## src/common/cpuPkg.sv

```systemverilog
// ------------------------------------------------
// Types and ISA constants of the 5-stage core.
// An instruction word is op, func, rd, rs1, imm16.
// rs2 overlaps the top nibble of the immediate.
// ------------------------------------------------
package cpuPkg;

	localparam int xlen = 32;
	localparam int regIdxBits = 4;
	localparam int fieldBits = 4;
	localparam int immBits = 16;

	// Field positions inside the instruction word
	localparam int opLsb = 28;
	localparam int funcLsb = 24;
	localparam int rdLsb = 20;
	localparam int rs1Lsb = 16;
	localparam int rs2Lsb = 12;

	typedef logic [regIdxBits-1:0] regIdxT;

	// Major opcodes; every other value is a no-op
	typedef enum logic [fieldBits-1:0] {
		opLw   = 4'h3,
		opAluI = 4'h4,
		opSw   = 4'h7,
		opAluR = 4'hC,
		opCmpR = 4'hD
	} opcodeT;

	// ALU and ALU-I func field uses these codes directly.
	// CMPR func field: eq 1, lt 2, ne 9, ge A. Bit 3 negates,
	// bit 1 picks lt over eq, so decode folds it onto fnEq..fnGe
	typedef enum logic [fieldBits-1:0] {
		fnAdd = 4'h0,
		fnSub = 4'h1,
		fnAnd = 4'h4,
		fnOr  = 4'h5,
		fnXor = 4'h6,
		fnEq  = 4'h8,
		fnLt  = 4'h9,
		fnNe  = 4'hA,
		fnGe  = 4'hB
	} aluFuncT;

	typedef struct packed {
		logic            valid;
		logic [xlen-1:0] word;
	} instInT;

	typedef struct packed {
		logic            valid;
		aluFuncT         aluFunc;
		logic            useImm;
		logic            wrReg;
		logic            isLoad;
		logic            isStore;
		regIdxT          rd;
		regIdxT          rs1;
		regIdxT          rs2;
		logic [xlen-1:0] rs1Data;
		logic [xlen-1:0] rs2Data;
		logic [xlen-1:0] immediate;
	} decExT;

	typedef struct packed {
		logic            valid;
		logic            wrReg;
		logic            isLoad;
		logic            isStore;
		regIdxT          rd;
		logic [xlen-1:0] aluResult;
		logic [xlen-1:0] storeData;
	} exMemT;

	// Write-back payload, also the retire port
	typedef struct packed {
		logic            valid;
		logic            wrReg;
		regIdxT          rd;
		logic [xlen-1:0] data;
	} retireT;

endpackage

```

## src/registerFile.sv

```systemverilog
// ------------------------------------------------
// 16 x 32 register file, two read ports.
// Same-cycle write is visible on the read ports.
// ------------------------------------------------
`timescale 1ns/1ps

module registerFile
	import cpuPkg::*;
(
	input  logic            clk,
	input  logic            rstN,
	input  regIdxT          rdIdx1,
	input  regIdxT          rdIdx2,
	output logic [xlen-1:0] rdData1,
	output logic [xlen-1:0] rdData2,
	input  retireT          wbIn
);

	logic [xlen-1:0] regs [2**regIdxBits];
	logic            wrEn;

	assign wrEn = wbIn.valid && wbIn.wrReg;

	always_ff @(posedge clk or negedge rstN) begin
		if (!rstN) begin
			for (int i = 0; i < 2**regIdxBits; i++) begin
				regs[i] <= '0;
			end
		end else if (wrEn) begin
			regs[wbIn.rd] <= wbIn.data;
		end
	end

	// Write-through covers the three-ahead producer
	assign rdData1 = (wrEn && wbIn.rd == rdIdx1) ? wbIn.data : regs[rdIdx1];
	assign rdData2 = (wrEn && wbIn.rd == rdIdx2) ? wbIn.data : regs[rdIdx2];

	wbIdxKnown: assert property (@(posedge clk) disable iff (!rstN)
		wrEn |-> !$isunknown(wbIn.rd));

endmodule

```

## src/decodeStage.sv

```systemverilog
// ------------------------------------------------
// Fetch register plus decode and register read.
// Stores name their data register in rd.
// Unknown opcodes pass as no-ops that still retire.
// ------------------------------------------------
`timescale 1ns/1ps

module decodeStage
	import cpuPkg::*;
(
	input  logic   clk,
	input  logic   rstN,
	input  instInT instIn,
	input  retireT wbIn,
	output decExT  decEx
);

	instInT                 fetchQ;
	opcodeT                 op;
	logic [fieldBits-1:0]   funcField;
	regIdxT                 rdIdx;
	regIdxT                 rs1Idx;
	regIdxT                 readIdx2;
	logic [immBits-1:0]     imm;
	logic [xlen-1:0]        rdData1;
	logic [xlen-1:0]        rdData2;
	decExT                  decNext;

	always_ff @(posedge clk or negedge rstN) begin
		if (!rstN) begin
			fetchQ <= '0;
		end else begin
			fetchQ <= instIn;
		end
	end

	assign op        = opcodeT'(fetchQ.word[opLsb +: fieldBits]);
	assign funcField = fetchQ.word[funcLsb +: fieldBits];
	assign rdIdx     = fetchQ.word[rdLsb +: regIdxBits];
	assign rs1Idx    = fetchQ.word[rs1Lsb +: regIdxBits];
	assign imm       = fetchQ.word[immBits-1:0];

	// Second port reads the store data register for SW
	assign readIdx2 = (op == opSw) ? rdIdx : fetchQ.word[rs2Lsb +: regIdxBits];

	registerFile registerFile (
		.clk    (clk),
		.rstN   (rstN),
		.rdIdx1 (rs1Idx),
		.rdIdx2 (readIdx2),
		.rdData1(rdData1),
		.rdData2(rdData2),
		.wbIn   (wbIn)
	);

	always_comb begin
		decNext           = '0;
		decNext.valid     = fetchQ.valid;
		decNext.aluFunc   = aluFuncT'(funcField);
		decNext.rd        = rdIdx;
		decNext.rs1       = rs1Idx;
		decNext.rs2       = readIdx2;
		decNext.rs1Data   = rdData1;
		decNext.rs2Data   = rdData2;
		decNext.immediate = {{(xlen-immBits){imm[immBits-1]}}, imm};
		case (op)
			opAluR: decNext.wrReg = 1'b1;
			opAluI: begin
				decNext.wrReg  = 1'b1;
				decNext.useImm = 1'b1;
			end
			opCmpR: begin
				decNext.wrReg   = 1'b1;
				decNext.aluFunc = aluFuncT'({2'b10, funcField[3], funcField[1]});
			end
			opLw: begin
				decNext.wrReg   = 1'b1;
				decNext.isLoad  = 1'b1;
				decNext.useImm  = 1'b1;
				decNext.aluFunc = fnAdd;
			end
			opSw: begin
				decNext.isStore = 1'b1;
				decNext.useImm  = 1'b1;
				decNext.aluFunc = fnAdd;
			end
			default: ;
		endcase
	end

	always_ff @(posedge clk or negedge rstN) begin
		if (!rstN) begin
			decEx <= '0;
		end else begin
			decEx <= decNext;
		end
	end

endmodule

```

## config.mk

```make
export PLATFORM = sky130hd
export DESIGN_NAME = decodeStage
export DESIGN_NICKNAME = d
export VERILOG_FILES = /design/src/common/cpuPkg.sv /design/src/registerFile.sv /design/src/decodeStage.sv
export SDC_FILE = /design/constraint.sdc
export NUM_CORES = 1
export LEC_CHECK = 0
export ABC_AREA = 0
export BUFFER_PORTS_ARGS = -buffer_cell sky130_fd_sc_hd__buf_2
export CAP_MARGIN = 20
export CORE_ASPECT_RATIO = 0.75
export CORE_MARGIN = 5
export CORE_UTILIZATION = 40
export CTS_CLUSTER_SIZE = 24
export DETAILED_ROUTE_END_ITERATION = 10
export PLACE_DENSITY = 0.56
export SYNTH_ARGS = -nofsm -noshare
export SYNTH_HDL_FRONTEND = slang
export SYNTH_SLANG_ARGS = --single-unit
```

## constraint.sdc

```tcl
create_clock -name clk -period 4.9 [get_ports clk]
set_clock_uncertainty 0.1 [all_clocks]
set_input_delay 0.245 -clock clk [delete_from_list [all_inputs] [get_ports clk]]
set_output_delay 0.245 -clock clk [all_outputs]
set_load 0.005 [all_outputs]
```

# After elaboration in Yosys (flattened, before gate mapping)
# Index checks and enable logic that the tools add are counted.
[word_totals] word_cells=68 latchBits=0 in_bits=73 reg_bits=646 rom_bits=0 ram_bits=0 n_memories=0
[op_classes] n_bitwise=3 reduce_logical=7 muxes=17 n_lt_le_gt_ge=4 n_eq_ne=7 shifts=0 n_addsub=0 n_mul=0 div=0
[op_table] operator="$bwmux W512" n=1
[op_table] operator="$bmux W32 S4" n=2
[op_table] operator="$mux W32" n=7
[op_table] operator="$demux W32 S4" n=1
[op_table] operator="$ge A5 B5 Y1 const B" n=3
[op_table] operator="$not A4 Y5" n=3
[op_table] operator="$eq A4 B3 Y1 const B" n=2
[op_table] operator="$eq A4 B4 Y1" n=2
[op_table] operator="$eq A4 B4 Y1 const B" n=2
[op_table] operator="$pmux W4 S2" n=1
[op_table] operator="$lt A5 B1 Y1 const B" n=1
[op_table] operator="$eq A4 B2 Y1 const B" n=1
[op_table] operator="$logic_and A1 B1 Y1" n=4
[op_table] operator="$mux W1" n=4
[op_table] operator="$mux W4" n=1
[op_table] operator="$reduce_or A4 Y1" n=1
[op_table] operator="$reduce_or A3 Y1" n=1
[op_table] operator="$reduce_or A2 Y1" n=1

# Logic depth before layout (Yosys ltp)
[logic_depth] word_depth=7 depth_mapped=11

# Hierarchy
# A second synthesis with hierarchy kept.
[hier_totals] hier_cells=1934 hier_area_um2=31260.0
[modules_own_cells] module="registerFile" area_each_um2=27563.9 cells_each=1756 n_inst=1
[modules_own_cells] module="decodeStage" area_each_um2=3696.0 cells_each=178 n_inst=1

# Worst setup path after synthesis
# No wires, ideal clock.
[synth_path] path_kind="reg2reg" start="register fetchQ (netlist bit decNext[101])" end="register decEx[65] (netlist name)" t_required_ns=4.675 path_stages_with_launch=7 setup_slack_ns=2.403 period_less_slack_ns=2.497 arrival_ns=2.272 path_cell_list="dfrtp_1 -> buf_2 -> buf_2 -> buf_1 -> mux4_2 -> mux4_2 -> mux2_2"
[synth_lines] element="start, declared" line="decodeStage.sv:18" rtl="instInT fetchQ;"
[synth_lines] element="start signal, assigned" line="decodeStage.sv:33" rtl="fetchQ <= instIn;"
[synth_lines] element="end signal, assigned" line="decodeStage.sv:95" rtl="decEx <= decNext;"
[synth_lines] element="end, declared" line="decodeStage.sv:15" rtl="output decExT decEx"

==> impl_metrics.toml <==
[status]
status = "completed"

[timing]
hold_viol = 0
worst_pin_slew_ps = 1110
slew_violations = 0
slew_headroom = 0.255
rsz0062_at_grt = "no"
tns_ps = 0
finalCriticalPeriod_ps = 3600
min_period_over_period = 0.735
fin_ws_ps = 1300
max_freq_mhz = 278
final-setup-viol-count = 0

[placed_design]
place_hpwl_mm = 51.1
port_buffers = 189
place.gp.congestion = 0.778
preCtsSetupSlack_ps = 1300
placed_area_um2 = 33800

[route]
wirelength_mm = 90.6
drc = 0
vias_per_cell = 5.78
detail_route.first_pass.iterations = 7
wl_per_cell_um = 26.3
num_vias = 19878
ant_nets = 0
first_iter_violations = 1444

[setup_path]
critPathKind = "flip-flop to flip-flop"
r2r-start = "fetchQ[31]"
cp_data_arrival_time_ps = 3940
cp-end-kind = "flip-flop"
cp.required_ps = 5240
r2r_slack_ps = 1300
ff2ff_path_depth = 8
critPathLaunch = "fetchQ[31]"
critPathMaxFanout = 52
cp-start-kind = "flip-flop"
cp-endpoint = "decEx[43]"
r2r_end = "decEx[43]"

[final_layout]
regArea_um2 = 16200
drive_gt1_frac = 0.453
layout_common_cells = "dfrtp_1 (642), mux2_2 (541), mux2i_1 (350)"
layout.nets = 2409
nFillCells = 6847
layout_commonest_cell = "dfrtp_1"
area_growth_pct = 15.8
final_core_util = 0.468
final_area_um2 = 36900
multi_input_area_um2 = 14900

[yosys]
ys_ff_latch = 646
synth_top_flop_cell = "dfrtp_1"
synthArstFlopShare = 1.00
synth.distinct_cells = 42
syn_inst = 2162
syn_area_um2 = 31900
synth_seq_area_share = 0.507
syn_avg_cell_area_um2 = 14.7
yosys_warnings = 0
synth-edff-count = 0
syn_nets = 2235

[clock_tree]
cts_buffer_depth = 3
clkSlewWorstSetupHoldPaths_ps = 60
clk_latency_ps = 620
post_cts_resized = 0
cts_root_buf = "clkbuf_16"
cts_tree = "yes"
post-cts-setup-buffers = 0
clock-sinks = 646
cts_buffers = 71
hold_buffers = 66
htree_levels = 3

[floorplan]
num_rows = 89
ios = 190
die_area_um2 = 85500
core_um2 = 78800
dieHeight_um = 254
die_w_um = 336
start_util = 0.404

[grt]
grt_pass1_vias = 20995
grt_antenna_before_repair = 1
grt_pass1_wl_mm = 138
overflow = 0
track_usage = 0.213
grt_start_max_net_pins = 150

[hold_path]
holdCritPathClass = "input port to async pin"

[power_and_ir_drop]
p_per_area_nw_per_um2 = 420
pwr-share-clk = 0.357
finalPower_mw = 15.5
ir_worst_vdd_mv = 0.215
p_int_mw = 11.4
pwr-share-seq = 0.458
pwr-share-comb = 0.185
p_sw_mw = 4.13
p_leak_nw = 16.8
switching_share = 0.266

[job]
maxCapViolCount = 0
-- cell type report --
type,instances,area share
clock inverter,24,0.00780
timing repair buffer,304,0.0575
inverter,7,0.000916
clock buffer,103,0.0572
sequential,646,0.438
tap,1046,0.0355
antenna,2,0.000136
multi-input combinational,1306,0.403
-- flip-flops by register name, indices dropped and copies added, names as in the netlist --
register and count:
registerFile.regs 512, decNext 25, decEx 101, fetchQ 8
-- synthesized netlist by cell type (4+ instances only) --
| cell type | count | share of area |
|---|---|---|
| inv_1 | 4 | 0.00047 |
| o221ai_1 | 31 | 0.0085 |
| buf_1 | 29 | 0.0034 |
| clkbuf_1 | 100 | 0.012 |
| xnor2_1 | 7 | 0.0019 |
| buf_4 | 26 | 0.0061 |
| buf_2 | 41 | 0.0064 |
| mux4_2 | 160 | 0.11 |
| nand2_1 | 57 | 0.0067 |
| buf_6 | 7 | 0.0025 |
| dfrtp_1 | 646 | 0.51 |
| mux2_1 | 4 | 0.0014 |
| mux2_2 | 541 | 0.19 |
| nand4_1 | 4 | 0.00079 |
| mux2i_1 | 350 | 0.11 |
| a22o_1 | 4 | 0.0011 |
| nand2b_1 | 7 | 0.0014 |
| o22ai_1 | 62 | 0.012 |
| nor2_1 | 48 | 0.0057 |
-- stage by stage --
step	hold WS, ps	cells
after global placement	231	3243
final	146	3438
after global routing	129	3436
after CTS	115	3436
after floorplan	-151	2162
after detailed placement	235	3243
-- per-layer routing --
metal,global-route usage,share of wire,vias up,wire length [um]
li1,-,-,8480,-
met3,0.0322,0.044,114,3950
met5,0,0,-,0
met4,0.0491,0.019,0,1710
met1,0.312,0.47,10767,42600
met2,0.339,0.47,517,42300
-- cells by family after synthesis --
group | share of synthesized area
muxes | 0.417
DFF | 0.507
buffers and inverters | 0.0311
and+or+nand+nor | 0.0171
AOI/OAI and AO/OA | 0.0250
xor gates and xnor gates | 0.00275
-- power by group through the flow --
stage               registers, mW  logic [mW]  clock network, mW
finish                       7.09        2.86               5.54
CTS                          7.08        2.89               5.69
floorplan                    6.90        2.09                  0
global route                 7.22        3.12               5.91
detailed placement           7.18        2.83                  0
global placement             7.11        2.78                  0
-- critical path, stage by stage (launching register included) --
cell and delay (ps):
dfrtp_1 480, nand4b_4 340, mux2i_4 320, inv_8 390, nor2_1 140, a211oi_4 250, or2_2 890, buf_4 330
o221ai_1 150
-- worst min path at each step --
stage / startpoint / to / cells past startpoint / slack [ps]
after floorplan: rstN / decEx[0] / 0 / -150
after global placement: decNext[9] / decEx[9] / 0 / 230
after detailed placement: decNext[1] / decEx[1] / 0 / 230
after CTS: wbIn[35] / registerFile.regs[227] / 3 / 120
after global routing: instIn[21] / decNext[105] / 2 / 130
final: rstN / decEx[9] / 2 / 150
Note: power is estimated with default switching activity, not from simulation.
