`src/common/cpuPkg.sv`:
```
// ------------------------------------------------
// Types and ISA constants of the 5-stage core.
// An instruction word is op, func, rd, rs1, imm16.
// rs2 overlaps the top nibble of the immediate.
// ------------------------------------------------
package cpuPkg;

	localparam int xlen = 32;
	localparam int regIdxBits = 4;
	localparam int fieldBits = 4;
	localparam int immBits = 16;

	// Field positions inside the instruction word
	localparam int opLsb = 28;
	localparam int funcLsb = 24;
	localparam int rdLsb = 20;
	localparam int rs1Lsb = 16;
	localparam int rs2Lsb = 12;

	typedef logic [regIdxBits-1:0] regIdxT;

	// Major opcodes; every other value is a no-op
	typedef enum logic [fieldBits-1:0] {
		opLw   = 4'h3,
		opAluI = 4'h4,
		opSw   = 4'h7,
		opAluR = 4'hC,
		opCmpR = 4'hD
	} opcodeT;

	// ALU and ALU-I func field uses these codes directly.
	// CMPR func field: eq 1, lt 2, ne 9, ge A. Bit 3 negates,
	// bit 1 picks lt over eq, so decode folds it onto fnEq..fnGe
	typedef enum logic [fieldBits-1:0] {
		fnAdd = 4'h0,
		fnSub = 4'h1,
		fnAnd = 4'h4,
		fnOr  = 4'h5,
		fnXor = 4'h6,
		fnEq  = 4'h8,
		fnLt  = 4'h9,
		fnNe  = 4'hA,
		fnGe  = 4'hB
	} aluFuncT;

	typedef struct packed {
		logic            valid;
		logic [xlen-1:0] word;
	} instInT;

	typedef struct packed {
		logic            valid;
		aluFuncT         aluFunc;
		logic            useImm;
		logic            wrReg;
		logic            isLoad;
		logic            isStore;
		regIdxT          rd;
		regIdxT          rs1;
		regIdxT          rs2;
		logic [xlen-1:0] rs1Data;
		logic [xlen-1:0] rs2Data;
		logic [xlen-1:0] immediate;
	} decExT;

	typedef struct packed {
		logic            valid;
		logic            wrReg;
		logic            isLoad;
		logic            isStore;
		regIdxT          rd;
		logic [xlen-1:0] aluResult;
		logic [xlen-1:0] storeData;
	} exMemT;

	// Write-back payload, also the retire port
	typedef struct packed {
		logic            valid;
		logic            wrReg;
		regIdxT          rd;
		logic [xlen-1:0] data;
	} retireT;

endpackage

```
`src/execute/forwardUnit.sv`:
```
// ------------------------------------------------
// Operand bypass for one source register.
// Memory stage wins over write-back.
// ------------------------------------------------
`timescale 1ns/1ps

module forwardUnit
	import cpuPkg::*;
(
	input  regIdxT          srcIdx,
	input  logic [xlen-1:0] regData,
	input  logic            memValid,
	input  logic            memWr,
	input  regIdxT          memIdx,
	input  logic [xlen-1:0] memData,
	input  retireT          wbIn,
	output logic [xlen-1:0] operand
);

	logic memHit;
	logic wbHit;

	assign memHit = memValid && memWr && (memIdx == srcIdx);
	assign wbHit  = wbIn.valid && wbIn.wrReg && (wbIn.rd == srcIdx);

	always_comb begin
		if (memHit) begin
			operand = memData;
		end else if (wbHit) begin
			operand = wbIn.data;
		end else begin
			operand = regData;
		end
	end

endmodule

```
`src/execute/alu.sv`:
```
// ------------------------------------------------
// Integer ALU. Compares are signed, result 0 or 1.
// Unlisted function codes give zero.
// ------------------------------------------------
`timescale 1ns/1ps

module alu
	import cpuPkg::*;
(
	input  logic [xlen-1:0] a,
	input  logic [xlen-1:0] b,
	input  aluFuncT         func,
	output logic [xlen-1:0] result
);

	logic isEq;
	logic isLt;

	assign isEq = (a == b);
	assign isLt = ($signed(a) < $signed(b));

	always_comb begin
		case (func)
			fnAdd: result = a + b;
			fnSub: result = a - b;
			fnAnd: result = a & b;
			fnOr:  result = a | b;
			fnXor: result = a ^ b;
			// Compare flag in bit 0
			fnEq:  result = {{(xlen-1){1'b0}}, isEq};
			fnNe:  result = {{(xlen-1){1'b0}}, !isEq};
			fnLt:  result = {{(xlen-1){1'b0}}, isLt};
			fnGe:  result = {{(xlen-1){1'b0}}, !isLt};
			default: result = '0;
		endcase
	end

endmodule

```
`src/execute/executeStage.sv`:
```
// ------------------------------------------------
// Execute stage with two-source forwarding.
// exMemFwd is {valid, wrReg} of the memory stage.
// Loads and stores compute rs1 + imm.
// ------------------------------------------------
`timescale 1ns/1ps

module executeStage
	import cpuPkg::*;
(
	input  logic            clk,
	input  logic            rstN,
	input  decExT           decEx,
	input  logic [xlen-1:0] memResult,
	input  logic [1:0]      exMemFwd,
	input  retireT          wbIn,
	output exMemT           exMem
);

	logic [xlen-1:0] operandA;
	logic [xlen-1:0] rs2Fwd;
	logic [xlen-1:0] operandB;
	logic [xlen-1:0] aluResult;

	// Memory stage rd comes from our own output register
	forwardUnit fwdA (
		.srcIdx  (decEx.rs1),
		.regData (decEx.rs1Data),
		.memValid(exMemFwd[1]),
		.memWr   (exMemFwd[0]),
		.memIdx  (exMem.rd),
		.memData (memResult),
		.wbIn    (wbIn),
		.operand (operandA)
	);

	forwardUnit fwdB (
		.srcIdx  (decEx.rs2),
		.regData (decEx.rs2Data),
		.memValid(exMemFwd[1]),
		.memWr   (exMemFwd[0]),
		.memIdx  (exMem.rd),
		.memData (memResult),
		.wbIn    (wbIn),
		.operand (rs2Fwd)
	);

	assign operandB = decEx.useImm ? decEx.immediate : rs2Fwd;

	alu alu (
		.a     (operandA),
		.b     (operandB),
		.func  (decEx.aluFunc),
		.result(aluResult)
	);

	always_ff @(posedge clk or negedge rstN) begin
		if (!rstN) begin
			exMem <= '0;
		end else begin
			exMem.valid     <= decEx.valid;
			exMem.wrReg     <= decEx.wrReg;
			exMem.isLoad    <= decEx.isLoad;
			exMem.isStore   <= decEx.isStore;
			exMem.rd        <= decEx.rd;
			exMem.aluResult <= aluResult;
			// Store data is the forwarded rd value
			exMem.storeData <= rs2Fwd;
		end
	end

endmodule

```
`config.mk`:
```
export PLATFORM = sky130hd
export DESIGN_NAME = executeStage
export DESIGN_NICKNAME = d
export VERILOG_FILES = /design/src/common/cpuPkg.sv /design/src/execute/forwardUnit.sv /design/src/execute/alu.sv /design/src/execute/executeStage.sv
export SDC_FILE = /design/constraint.sdc
export NUM_CORES = 1
export LEC_CHECK = 0
export ABC_CLOCK_PERIOD_IN_PS = 5700
export BUFFER_PORTS_ARGS = -buffer_cell sky130_fd_sc_hd__buf_2
export CORE_UTILIZATION = 45
export CTS_BUF_LIST = sky130_fd_sc_hd__clkbuf_8 sky130_fd_sc_hd__clkbuf_16
export DETAILED_ROUTE_END_ITERATION = 10
export HOLD_SLACK_MARGIN = 0.08
export PLACE_DENSITY_LB_ADDON = 0.3
export SLEW_MARGIN = 10
export SYNTH_ARGS = -nofsm -noshare
export SYNTH_HDL_FRONTEND = slang
export SYNTH_SLANG_ARGS = --single-unit
```
`constraint.sdc`:
```
create_clock -name clk -period 5.7 [get_ports clk]
set_input_delay 1.14 -clock clk [delete_from_list [all_inputs] [get_ports clk]]
set_output_delay 1.14 -clock clk [all_outputs]
set_load 0.02 [all_outputs]
```
Word level (Yosys, flattened, before mapping). Index checks and enable logic that the tools add are counted.

Add/sub/neg operators: 2. Order comparisons: 1. Eq/ne operators: 13. Muxes and demuxes: 6. Bitwise operators: 3. Reduce and logical (&&, ||, !) cells: 9.

Operator list (number): $pmux 32 s9 (1); $mux 32 (5); $add 32x32->32 (1); $and 32x32->32 (1); $eq 32x32->1 (1); $lt 32x32->1 (1); $or 32x32->32 (1); $sub 32x32->32 (1); $xor 32x32->32 (1); $eq 4x4->1 (4); $eq 4x4->1 const B (4); $eq 4x3->1 const B (3); $logic_and 1x1->1 (6); $eq 4x1->1 const B (1); $logic_not 4->1 (1); $logic_not 1->1 (2).

Register bits after elaboration: 72. Input bits: 191. Output and inout port bits: 72. Word-level logic and storage cells: 41.

Longest topological paths before layout. Gate-level depths: netlist of run 1.

Depth in word-level cells: 8. Depth in mapped cells: 20. Gate-level depth less buffers: 18.

Modules after synthesis. A second synthesis of run 1 with hierarchy kept.

Cells, all modules: 1213. Area total of the unflattened synthesis: 9472.8 µm².

By module, submodules not included: alu (times used 1, cells an instance 749, area an instance 4949.7 µm², sequential area each 0.0 µm²); executeStage (times used 1, cells an instance 108, area an instance 2346.0 µm², sequential area each 1801.7 µm²); forwardUnit (times used 2, cells an instance 178, area an instance 1088.5 µm², sequential area each 0.0 µm²).

Worst setup path before layout of run 1. OpenSTA, ideal clock, no wires.

Path type: input port to flip-flop. From: input wbIn[35] (netlist name). To: register exMem[60] (netlist name). Setup time: 0.132 ns. Arrival time: 5.163 ns. Required time: 5.568 ns. Setup slack: 0.405 ns. Stages on the path: 19. Path buffers: 2. Path through: inv_1 > a221o_1 > or4_1 > buf_2 > buf_2 > mux2i_1 > a21oi_1 > mux2_2 > ha_1 > fa_1 > a211oi_2 > o21ai_1 > a2111oi_2 > nor4b_1 > nor2_2 > o2111ai_1 > a22oi_1 > xor2_1 > o21ai_1.

Longest elaborated chain between the ends: 7. Elaborated cells on any way between the ends: 15. Classes of those cells: add/sub (2); eq/ne (2); mux (6); bitwise (3); reduce/logical (2).

Ends and longest elaborated chain: start, declared (line executeStage.sv:16) `input retireT wbIn,`; $eq 4x4->1 (*) (line forwardUnit.sv:24) `assign wbHit = wbIn.valid && wbIn.wrReg && (wbIn.rd == srcIdx);`; $logic_and 1x1->1 (*) (line forwardUnit.sv:24); $mux 32 (*) (line forwardUnit.sv:29) `end else if (wbHit) begin`; $mux 32 (*) (line forwardUnit.sv:27) `if (memHit) begin`; via fwdB.operand[0] (line forwardUnit.sv:17) `output logic [xlen-1:0] operand`; $mux 32 (*) (line executeStage.sv:48) `assign operandB = decEx.useImm ? decEx.immediate : rs2Fwd;`; $sub 32x32->32 / $add 32x32->32 (equally long branches) (line alu.sv:25, alu.sv:24); $pmux 32 s9 (*) (line alu.sv:23) `case (func)`; via alu.result[28] (line alu.sv:13) `output logic [xlen-1:0] result`; end, declared (line executeStage.sv:17) `output exMemT exMem`.

The timed path passes the listed nets; every way through them passes the cells marked *.

Final worst setup path of run 1.
From: input wbIn[35] (netlist name). To: register exMem[63] (netlist name).

The elaborated chain is that of the path after synthesis.

==> results of run 1 <==
==> area by class of cell <==
cell class / instances / area (sq um)
multi-input combinational: 855 / 6270
clock inverter: 5 / 55.1
inverter: 101 / 379
timing repair buffer: 348 / 2000
antenna: 1 / 2.50
sequential: 72 / 1800
fill: 1744 / 7750
clock buffer: 11 / 253
tap: 260 / 325
==> worst max-delay path: cells and delay by family <==
kind                       cells  cell delay [ns]
muxes                          3             0.73
AOI/OAI and AO/OA              8             2.01
adders and majority gates      1             0.42
buffers and inverters          3             0.34
and+or+nand+nor                3             1.03
==> repair_timing <==
item	4_1_cts	5_1_grt
gates resized for setup	0	2
hold buffers	0	0
setup endpoints to repair	0	2
hold endpoints to repair	0	0
buffers inserted	0	0
==> final timing paths <==
kind                                     start             endpoint  slack [ns]  cells past startpoint
setup / recovery                      wbIn[35]  exMem[63]$_DFF_PN0_        0.23                     18
hold / removal                      decEx[104]  exMem[64]$_DFF_PN0_        0.89                      1
setup reg to reg           exMem[67]$_DFF_PN0_  exMem[63]$_DFF_PN0_        1.05                     16
hold reg to reg            exMem[67]$_DFF_PN0_   exMem[4]$_DFF_PN0_        1.08                      5
max in group asynchronous                 rstN  exMem[39]$_DFF_PN0_        4.09                      1
min in group asynchronous                 rstN  exMem[14]$_DFF_PN0_        0.97                      1
==> stage by stage <==
stage                     power [W]  instance area, sq um  TNS, ns
after floorplan             0.00126                  8720        0
after global placement      0.00164                 10800        0
after detailed placement    0.00165                 10800   -0.109
after CTS                   0.00227                 11100        0
after global routing        0.00241                 11100        0
final                       0.00227                 11100        0
==> report_power, final <==
group	leakage (nW)	internal (W)	switching, W
clock	0.148	0.000362	0.000253
combinational	4.91	0.000453	0.000633
sequential	0.890	0.000556	0.0000164
==> layer usage <==
layer / vias up / global-route usage / part of all wire
li1: 4471 / - / -
met1: 4332 / 0.380 / 0.45
met2: 371 / 0.504 / 0.47
met3: 55 / 0.0394 / 0.058
met4: 0 / 0.0927 / 0.022
met5: - / 0 / 0
==> cell families after synthesis <==
| logic type | Yosys count |
|---|---|
| multiplexers | 104 |
| AO/OA/AOI/OAI | 337 |
| flip-flops | 72 |
| adder cells (fa/ha/maj) | 112 |
| XOR/XNOR | 30 |
| buffers and inverters | 168 |
| AND/OR/NAND/NOR | 272 |
==> Yosys cell counts (3+ instances only) <==
library cell,instances,area share
o211ai_2,3,0.0043
inv_1,99,0.043
a2111oi_0,4,0.0040
mux2i_1,72,0.083
nor2_1,135,0.058
o21a_1,4,0.0034
nor3_1,26,0.015
nor4_1,4,0.0029
xnor2_1,21,0.021
a21o_1,5,0.0043
nand2b_1,7,0.0050
nand4_1,8,0.0057
a211oi_1,15,0.013
a221oi_1,19,0.019
o21ai_1,15,0.0086
dfrtp_1,72,0.21
buf_2,16,0.0092
clkbuf_1,44,0.019
a21oi_1,137,0.079
buf_1,5,0.0022
or3_1,10,0.0072
nor2b_1,8,0.0057
and2_1,4,0.0029
a22oi_1,6,0.0052
mux2_2,31,0.040
ha_1,110,0.16
o31ai_1,6,0.0052
o21ai_0,48,0.028
a31oi_1,3,0.0022
nand3_1,6,0.0034
o22ai_1,7,0.0050
xor2_1,9,0.0090
or4_1,5,0.0043
o211ai_1,13,0.011
and3_1,4,0.0029
nand2_1,43,0.019
o2111ai_1,3,0.0030
o21bai_1,11,0.0095
==> results.md, run 1 <==
* Status: finished clean
* Slowest cell on crit path: or4_2
* Die Y at 141 microns
* Most used cell, CP: mux2i_1
* Slowest stage delay, CP at 0.69 ns
* Largest net degree at the start of global routing at 73
* Max Cap Viol at 0
* Initial Util at 0.463
* Largest family of logic cells by synthesized area: compound AO/OA/AOI/OAI gates
* Routed Antenna Nets at 0
* Chip Width at 141 microns
* Largest reg by FF count: exMem
* Synth Instances at 1095
* DRC violations left at 0
* Vias at 9229
* Cell row count at 50
* Nets at 1690
* Yosys reg bits at 72
* Top_reg_cell synth: dfrtp_1
* Fin util at 0.589
* Fin crit period at 5.47 ns
* Commonest non-fill, non-tap cells in the layout: buf_2 (261), a21oi_1 (137), nor2_1 (135), ha_1 (110), inv_1 (99)
* Post-Synthesis Mean Instance Area at 7.97 sq um
* Synth async-reset ratio at 1.00
* Setup ws final at 0.234 ns
* Largest register FFs at 72
* RSZ-0062 raised after global routing: false
* Hold Vio Cnt, Final at 0
* Bufs on Longest Clock Path at 2
* Pwr/cell area at 205 nW/um^2
* Most common cell after layout, fill and taps aside: buf_2
* RD Place Congestion at 0.950
* CTS Buf Count at 9
* Final setup viols at 0
* Core outline area at 18800 sq um
* Input/output buffers at 262
* Initial DRC count at 902
* Layout area overhead at 27.1%
* Syn nets at 1398
* GRT Util Overall at 0.294
* CP Launch Type: input pin
* Max VDD drop at 0.162 mV
* Adder-cell share of the synthesized area at 0.162
* Simple logic cell fraction of the synthesized area at 0.145
* FMAX at 183 MHz
* Share of layout cells above drive strength 1 at 0.310
* Skew final at 0.00622 ns
* Vias in the first global route at 9017
* Regs by FF count: exMem: 72 flops
* Crit path arrival time at 5.69 ns
* Sequential area share after synthesis at 0.207
* Routed vias/inst at 5.58
* H-tree Lvls at 3
* Root buffer selected by CTS: clkbuf_16
* Worst-path clk slew at 0.06 ns
* First-pass GRT wire length at 46300 microns
* Final cell count without fillers at 1653
* DRT Wirelength at 29200 microns
* Mux cell area share after synthesis at 0.124
* Relative slew slack at 0.318
* WS Path Type: in2reg
* Slew Limit Fails at 0
* CP Capture Type: register
* Overflow after GRT at 0
* WL per Instance at 17.6 microns
* Worst min path class: in2reg
* Post-synthesis compound-gate area fraction at 0.255
* Slew @ Worst Pin at 1.02 ns
* Worst-Skew Late Latency at 0.36 ns
* Post-Synthesis Cell Area at 8720 sq um
* Initial antenna violation count at 1
* CTS tree: done
* I/O Pins at 263
* Crit path max fanout at 18
* Placed wire-length estimate at 22500 microns
* Crit path cell chain: buf_2 -> inv_1 -> a221o_1 -> or4_2 -> buf_12 -> mux2i_1 -> a21oi_1 -> mux2_2 -> ha_1 -> nand4_1 -> o22ai_1 -> o2111ai_1 -> a2bb2oi_1 -> o22ai_2 -> o31a_4 -> nor4_2 -> mux2i_1 -> o211ai_2
* Clk sink count at 72
* Unique masters post-synth at 80
* Placed cells at 1636
* Xor-xnor portion of the synthesized cell area at 0.0301
* Pre-antenna DRT Iters at 5
* Critical Path RT at 5.93 ns
* Die Area at 19900 sq um
* Tcrit/Tclk final at 0.959
* EDFF count, synth at 0
* Final hold slack at 0.889 ns
* Pre-CTS WS at -0.0379 ns
* Yosys warnings at 0
* Lkg Pwr at 5.95 nW
Note: power is estimated with default switching activity, not from simulation.
==> inputs of run 2 (changes only) <==
Settings changed: CORE_UTILIZATION 45 to 41, SLEW_MARGIN 10 to not set.
==> results.md, run 2 (synthesis gave the netlist of run 1 again) <==
* Slowest stage delay, CP at 0.69 ns
* Largest net degree at the start of global routing at 73
* Input/output buffers at 262
* Share of layout cells above drive strength 1 at 0.314
* Vias at 9186
* Chip Width at 148 microns
* Initial Util at 0.424
* Status: finished clean
* Crit path cell chain: buf_2 -> inv_1 -> a221o_1 -> or4_2 -> buf_12 -> buf_4 -> mux2i_1 -> a21oi_1 -> mux2_2 -> ha_1 -> a211oi_1 -> o21ai_0 -> a2111oi_0 -> buf_4 -> a2bb2oi_1 -> o22ai_2 -> o31a_4 -> o21ai_1 -> a221oi_1 -> o22ai_1
* Reg-to-Reg End: exMem[61]$_DFF_PN0_
* Cts repair resizes at 0
* Root buffer selected by CTS: clkbuf_16
* I/O Pins at 263
* CTS Hold Bufs at 0
* GRT Util Overall at 0.268
* Flop2flop setup slack at 0.85 ns
* R2R Path Start: exMem[67]$_DFF_PN0_
* Pwr/cell area at 202 nW/um^2
* Bufs on Longest Clock Path at 2
* Final hold slack at 0.891 ns
* Lkg Pwr at 6.00 nW
* Crit path arrival time at 5.76 ns
* RSZ-0062 raised after global routing: false
* Die Area at 21900 sq um
* Regs by FF count: exMem: 72 flops
* Slowest cell on crit path: or4_2
* Worst-path clk slew at 0.06 ns
* ANT cells at 0
* Cells on worst reg2reg path at 16
* Worst min path class: in2reg
* Largest reg by FF count: exMem
* Buf/Inv on CP at 5
* Initial DRC count at 731
* Slew Limit Fails at 0
* Commonest non-fill, non-tap cells in the layout: buf_2 (261), a21oi_1 (137), nor2_1 (135), ha_1 (110), inv_1 (100)
* Hold Vio Cnt, Final at 0
* Slew @ Worst Pin at 1.01 ns
* Routed Antenna Nets at 0
* Post-CTS Setup Inserts at 0
* H-tree Lvls at 3
* Skew final at 0.00387 ns
* Most used cell, CP: buf_4
* CTS tree: done
* Overflow after GRT at 0
* Die Y at 148 microns
* Vias in the first global route at 8960
* Relative slew slack at 0.329
* Most common cell after layout, fill and taps aside: buf_2
* Final setup viols at 0
* Core outline area at 20600 sq um
* Layout area overhead at 28.0%
* CTS Buf Count at 9
* Fillers at 1983
* Nets at 1701
* Clk sink count at 72
* Routed vias/inst at 5.49
* WS Path Type: in2reg
* RD Place Congestion at 0.943
* Placed wire-length estimate at 22700 microns
* Worst-Skew Late Latency at 0.35 ns
* Pre-antenna DRT Iters at 5
* CP Capture Type: register
* First-pass GRT wire length at 46400 microns
* WHS Path Cells at 1
* Total power at 0.00226 W
* Min-Delay Endpoint: exMem[64]$_DFF_PN0_
* Crit path max fanout at 18
* DRT Wirelength at 29400 microns
* Initial antenna violation count at 0
* Cell row count at 52
* WL per Instance at 17.5 microns
* DRC violations left at 0
* Largest register FFs at 72
* Critical Path RT at 5.93 ns
* Max Cap Viol at 0
* FMAX at 181 MHz
* HP Start: decEx[104]
* Cell family with most CP delay: compound AO/OA/AOI/OAI gates
* Tcrit/Tclk final at 0.970
* Max VDD drop at 0.128 mV
* CP Launch Type: input pin
* Fin crit period at 5.53 ns
## run 2: cell types whose count changed in the layout (fill, tap and decap cells not counted)
cell / change
clkbuf_8: -2
nor4_2: -1
inv_1: +1
buf_4: +10
buf_12: +1
nor4_1: +1
diode_2: -1
a2111oi_0: +1
clkinv_2: +1
a2111oi_1: -1
## run 2: worst max-delay path by stage
stage          startpoint                   to  slack (ns)  cells past startpoint
2_1_floorplan    wbIn[35]  exMem[60]$_DFF_PN0_        0.40                     19
3_3_place_gp     wbIn[35]  exMem[58]$_DFF_PN0_       -0.03                     19
3_5_place_dp     wbIn[35]  exMem[58]$_DFF_PN0_       -0.07                     19
4_1_cts          wbIn[35]  exMem[61]$_DFF_PN0_        0.29                     20
5_1_grt          wbIn[35]  exMem[50]$_DFF_PN0_       0.002                     20
6_report         wbIn[35]  exMem[61]$_DFF_PN0_        0.17                     20
## run 2: metrics by stage
stage	TNS (ns)	utilization	setup WS, ns	cell area (sq um)	instances
finish	0	0.543	0.172	11200	1673
global placement	-0.0511	0.529	-0.0268	10900	1657
CTS	0	0.543	0.287	11200	1673
detailed placement	-0.115	0.529	-0.0695	10900	1657
floorplan	0	-	0.405	8720	1095
global route	0	0.543	0.00205	11200	1673
## run 2: area by class of cell
cell class | instances | area (sq um) | area share
sequential | 72 | 1800 | 0.161
multi-input combinational | 855 | 6260 | 0.561
inverter | 101 | 379 | 0.0340
tap | 270 | 338 | 0.0303
timing repair buffer | 359 | 2090 | 0.187
clock buffer | 9 | 225 | 0.0202
clock inverter | 7 | 63.8 | 0.00572
## run 2: power breakdown
group | switching [W] | internal, W | total [W] | leakage [nW]
logic | 0.000633 | 0.000465 | 0.00110 | 4.97
clock network | 0.000255 | 0.000336 | 0.000591 | 0.142
registers | 0.0000154 | 0.000556 | 0.000571 | 0.890
total | 0.000904 | 0.00136 | 0.00226 | 6.00
## run 2: metal layers
layer	part of all wire	vias to the layer above	global-route usage
li1	-	4493	-
met1	0.44	4289	0.339
met2	0.47	361	0.465
met3	0.063	43	0.0373
met4	0.023	0	0.0887
met5	0	-	0
## run 2: worst reg2reg max path, stage by stage, from the launching register on
cell and delay, ns:
dfrtp_1 0.37, inv_1 0.07, a221o_1 0.31, or4_2 0.68, buf_12 0.22, a21oi_1 0.38
ha_1 0.34, a21oi_1 0.23, o211ai_1 0.20, a2111oi_0 0.72, buf_4 0.22, a2bb2oi_1 0.10
o22ai_2 0.25, o31a_4 0.18, o21ai_1 0.08, a221oi_1 0.28, o22ai_1 0.11
==> inputs of run 3 (changes only) <==
Settings changed: BUFFER_PORTS_ARGS -buffer_cell sky130_fd_sc_hd__buf_2 to not set, DONT_BUFFER_PORTS set to 1.
==> results.md, run 3 (synthesis gave the netlist of run 1 again) <==
* Pre-antenna DRT Iters at 5
* Crit path cell chain: inv_1 -> a221o_1 -> or4_2 -> buf_4 -> mux2i_1 -> a21oi_1 -> mux2_2 -> ha_1 -> nand4_1 -> o22ai_1 -> o2111ai_1 -> a2bb2oi_1 -> o22ai_2 -> o31a_4 -> nor4_2 -> mux2i_1 -> o211ai_2
* Top Layer Used: met4
* Regs by FF count: exMem: 72 flops
* Tcrit/Tclk final at 0.937
* Pre-CTS WS at 0.0267 ns
* Max Cap Viol at 0
* Setup ws final at 0.360 ns
* Initial DRC count at 563
* Post-CTS Setup Inserts at 0
* Most used cell, CP: mux2i_1
* Skew final at 0.00450 ns
* Worst-path clk slew at 0.07 ns
* Slew Limit Fails at 0
* Die Area at 21900 sq um
* Pwr/cell area at 215 nW/um^2
* Initial antenna violation count at 0
* Max VDD drop at 0.122 mV
* Met2 wire length at 13400 microns
* Share of layout cells above drive strength 1 at 0.128
* Relative slew slack at 0.530
* Clk sink count at 72
* Crit path arrival time at 5.58 ns
* Cts repair resizes at 0
* Critical Path RT at 5.94 ns
* Slew @ Worst Pin at 0.705 ns
* Overflow after GRT at 0
* Initial Util at 0.424
* Slowest stage delay, CP at 0.67 ns
* GRT Util Overall at 0.254
* CP Launch Type: input pin
* Final setup viols at 0
* Largest reg by FF count: exMem
* DRC violations left at 0
* Bufs on Longest Clock Path at 2
* Largest register FFs at 72
* Crit path max fanout at 12
* Placed wire-length estimate at 21300 microns
* Slowest cell on crit path: or4_2
* Die Y at 148 microns
* Most common cell after layout, fill and taps aside: a21oi_1
* CTS Hold Bufs at 0
* Total power at 0.00204 W
* RSZ-0062 raised after global routing: false
* FMAX at 187 MHz
* Layout area overhead at 9.09%
* Chip Width at 148 microns
* CTS tree: done
* WL per Instance at 20.4 microns
* CP Capture Type: register
* Cell row count at 52
* Vias in the first global route at 7954
* Routed wl met3 at 1680 microns
* RD Place Congestion at 0.902
* ANT cells at 0
* First-pass GRT wire length at 43100 microns
* Status: finished clean
* Lkg Pwr at 4.73 nW
* Commonest non-fill, non-tap cells in the layout: a21oi_1 (137), nor2_1 (135), ha_1 (110), inv_1 (100)
* Core outline area at 20600 sq um
* Setup tns final at 0 ns
* H-tree Lvls at 3
* Met1 Wirelength at 12400 microns
* DRT Wirelength at 28000 microns
* Routed vias/inst at 5.92
* Largest net degree at the start of global routing at 73
* Fin crit period at 5.34 ns
* Root buffer selected by CTS: clkbuf_16
* Hold Vio Cnt, Final at 0
* CTS Buf Count at 9
* Worst-Skew Late Latency at 0.36 ns
* Input/output buffers at 0
* WS Path Type: in2reg
* Routed Antenna Nets at 0
* Worst min path class: in2async
* Vias at 8122
* Nets at 1401
* I/O Pins at 263
[run 3: cell count changes in the layout (fill, tap and decap cells not counted), sizes merged]
cell / change
buf: -300
clkinv: +2
bufinv: -1
clkinvlp: -1
[run 3: area by class of cell]
| cell class | count | area (sq um) |
|---|---|---|
| Fill cell | 2099 | 11000 |
| Timing Repair Buffer | 59 | 468 |
| Clock buffer | 9 | 225 |
| Inverter | 101 | 379 |
| Clock inverter | 7 | 40.0 |
| Multi-Input combinational cell | 855 | 6260 |
| Sequential cell | 72 | 1800 |
| Tap cell | 270 | 338 |
[run 3: critical path: cells and delay by family]
kind                     cells  cell delay [ns]
adder cells (fa/ha/maj)      1             0.46
AO/OA/AOI/OAI                8             1.91
multiplexers                 3             0.74
AND/OR/NAND/NOR              3             1.03
buffers and inverters        2             0.27
[run 3: layer usage]
metal,GRT usage,up-vias
li1,-,3885
met1,0.322,3866
met2,0.438,334
met3,0.0340,37
met4,0.0933,0
met5,0,-
[run 3: where the power goes]
group	switching [W]	leakage (nW)	internal [W]	total, W
logic	0.000496	3.71	0.000354	0.000850
registers	0.0000844	0.890	0.000557	0.000641
clock network	0.000260	0.136	0.000291	0.000551
[run 3: through the flow]
stage                     hold WS, ns  instance area [sq um]  instances  utilization
final                           0.470                   9520       1373        0.463
after global routing            0.456                   9520       1373        0.463
after CTS                       0.455                   9520       1373        0.463
after detailed placement        0.847                   9250       1357        0.450
after global placement          0.846                   9250       1357        0.450
after floorplan                 0.844                   8720       1095            -
[run 3: worst paths after layout]
kind,slack [ns],start,cells past startpoint,endpoint
setup / recovery,0.36,wbIn[35],17,exMem[63]$_DFF_PN0_
hold / removal,0.47,rstN,0,exMem[30]$_DFF_PN0_
setup reg to reg,0.83,exMem[67]$_DFF_PN0_,15,exMem[57]$_DFF_PN0_
hold reg to reg,1.25,exMem[67]$_DFF_PN0_,5,exMem[4]$_DFF_PN0_
max in group asynchronous,5.10,rstN,0,exMem[41]$_DFF_PN0_
min in group clk,0.80,decEx[116],0,exMem[71]$_DFF_PN0_
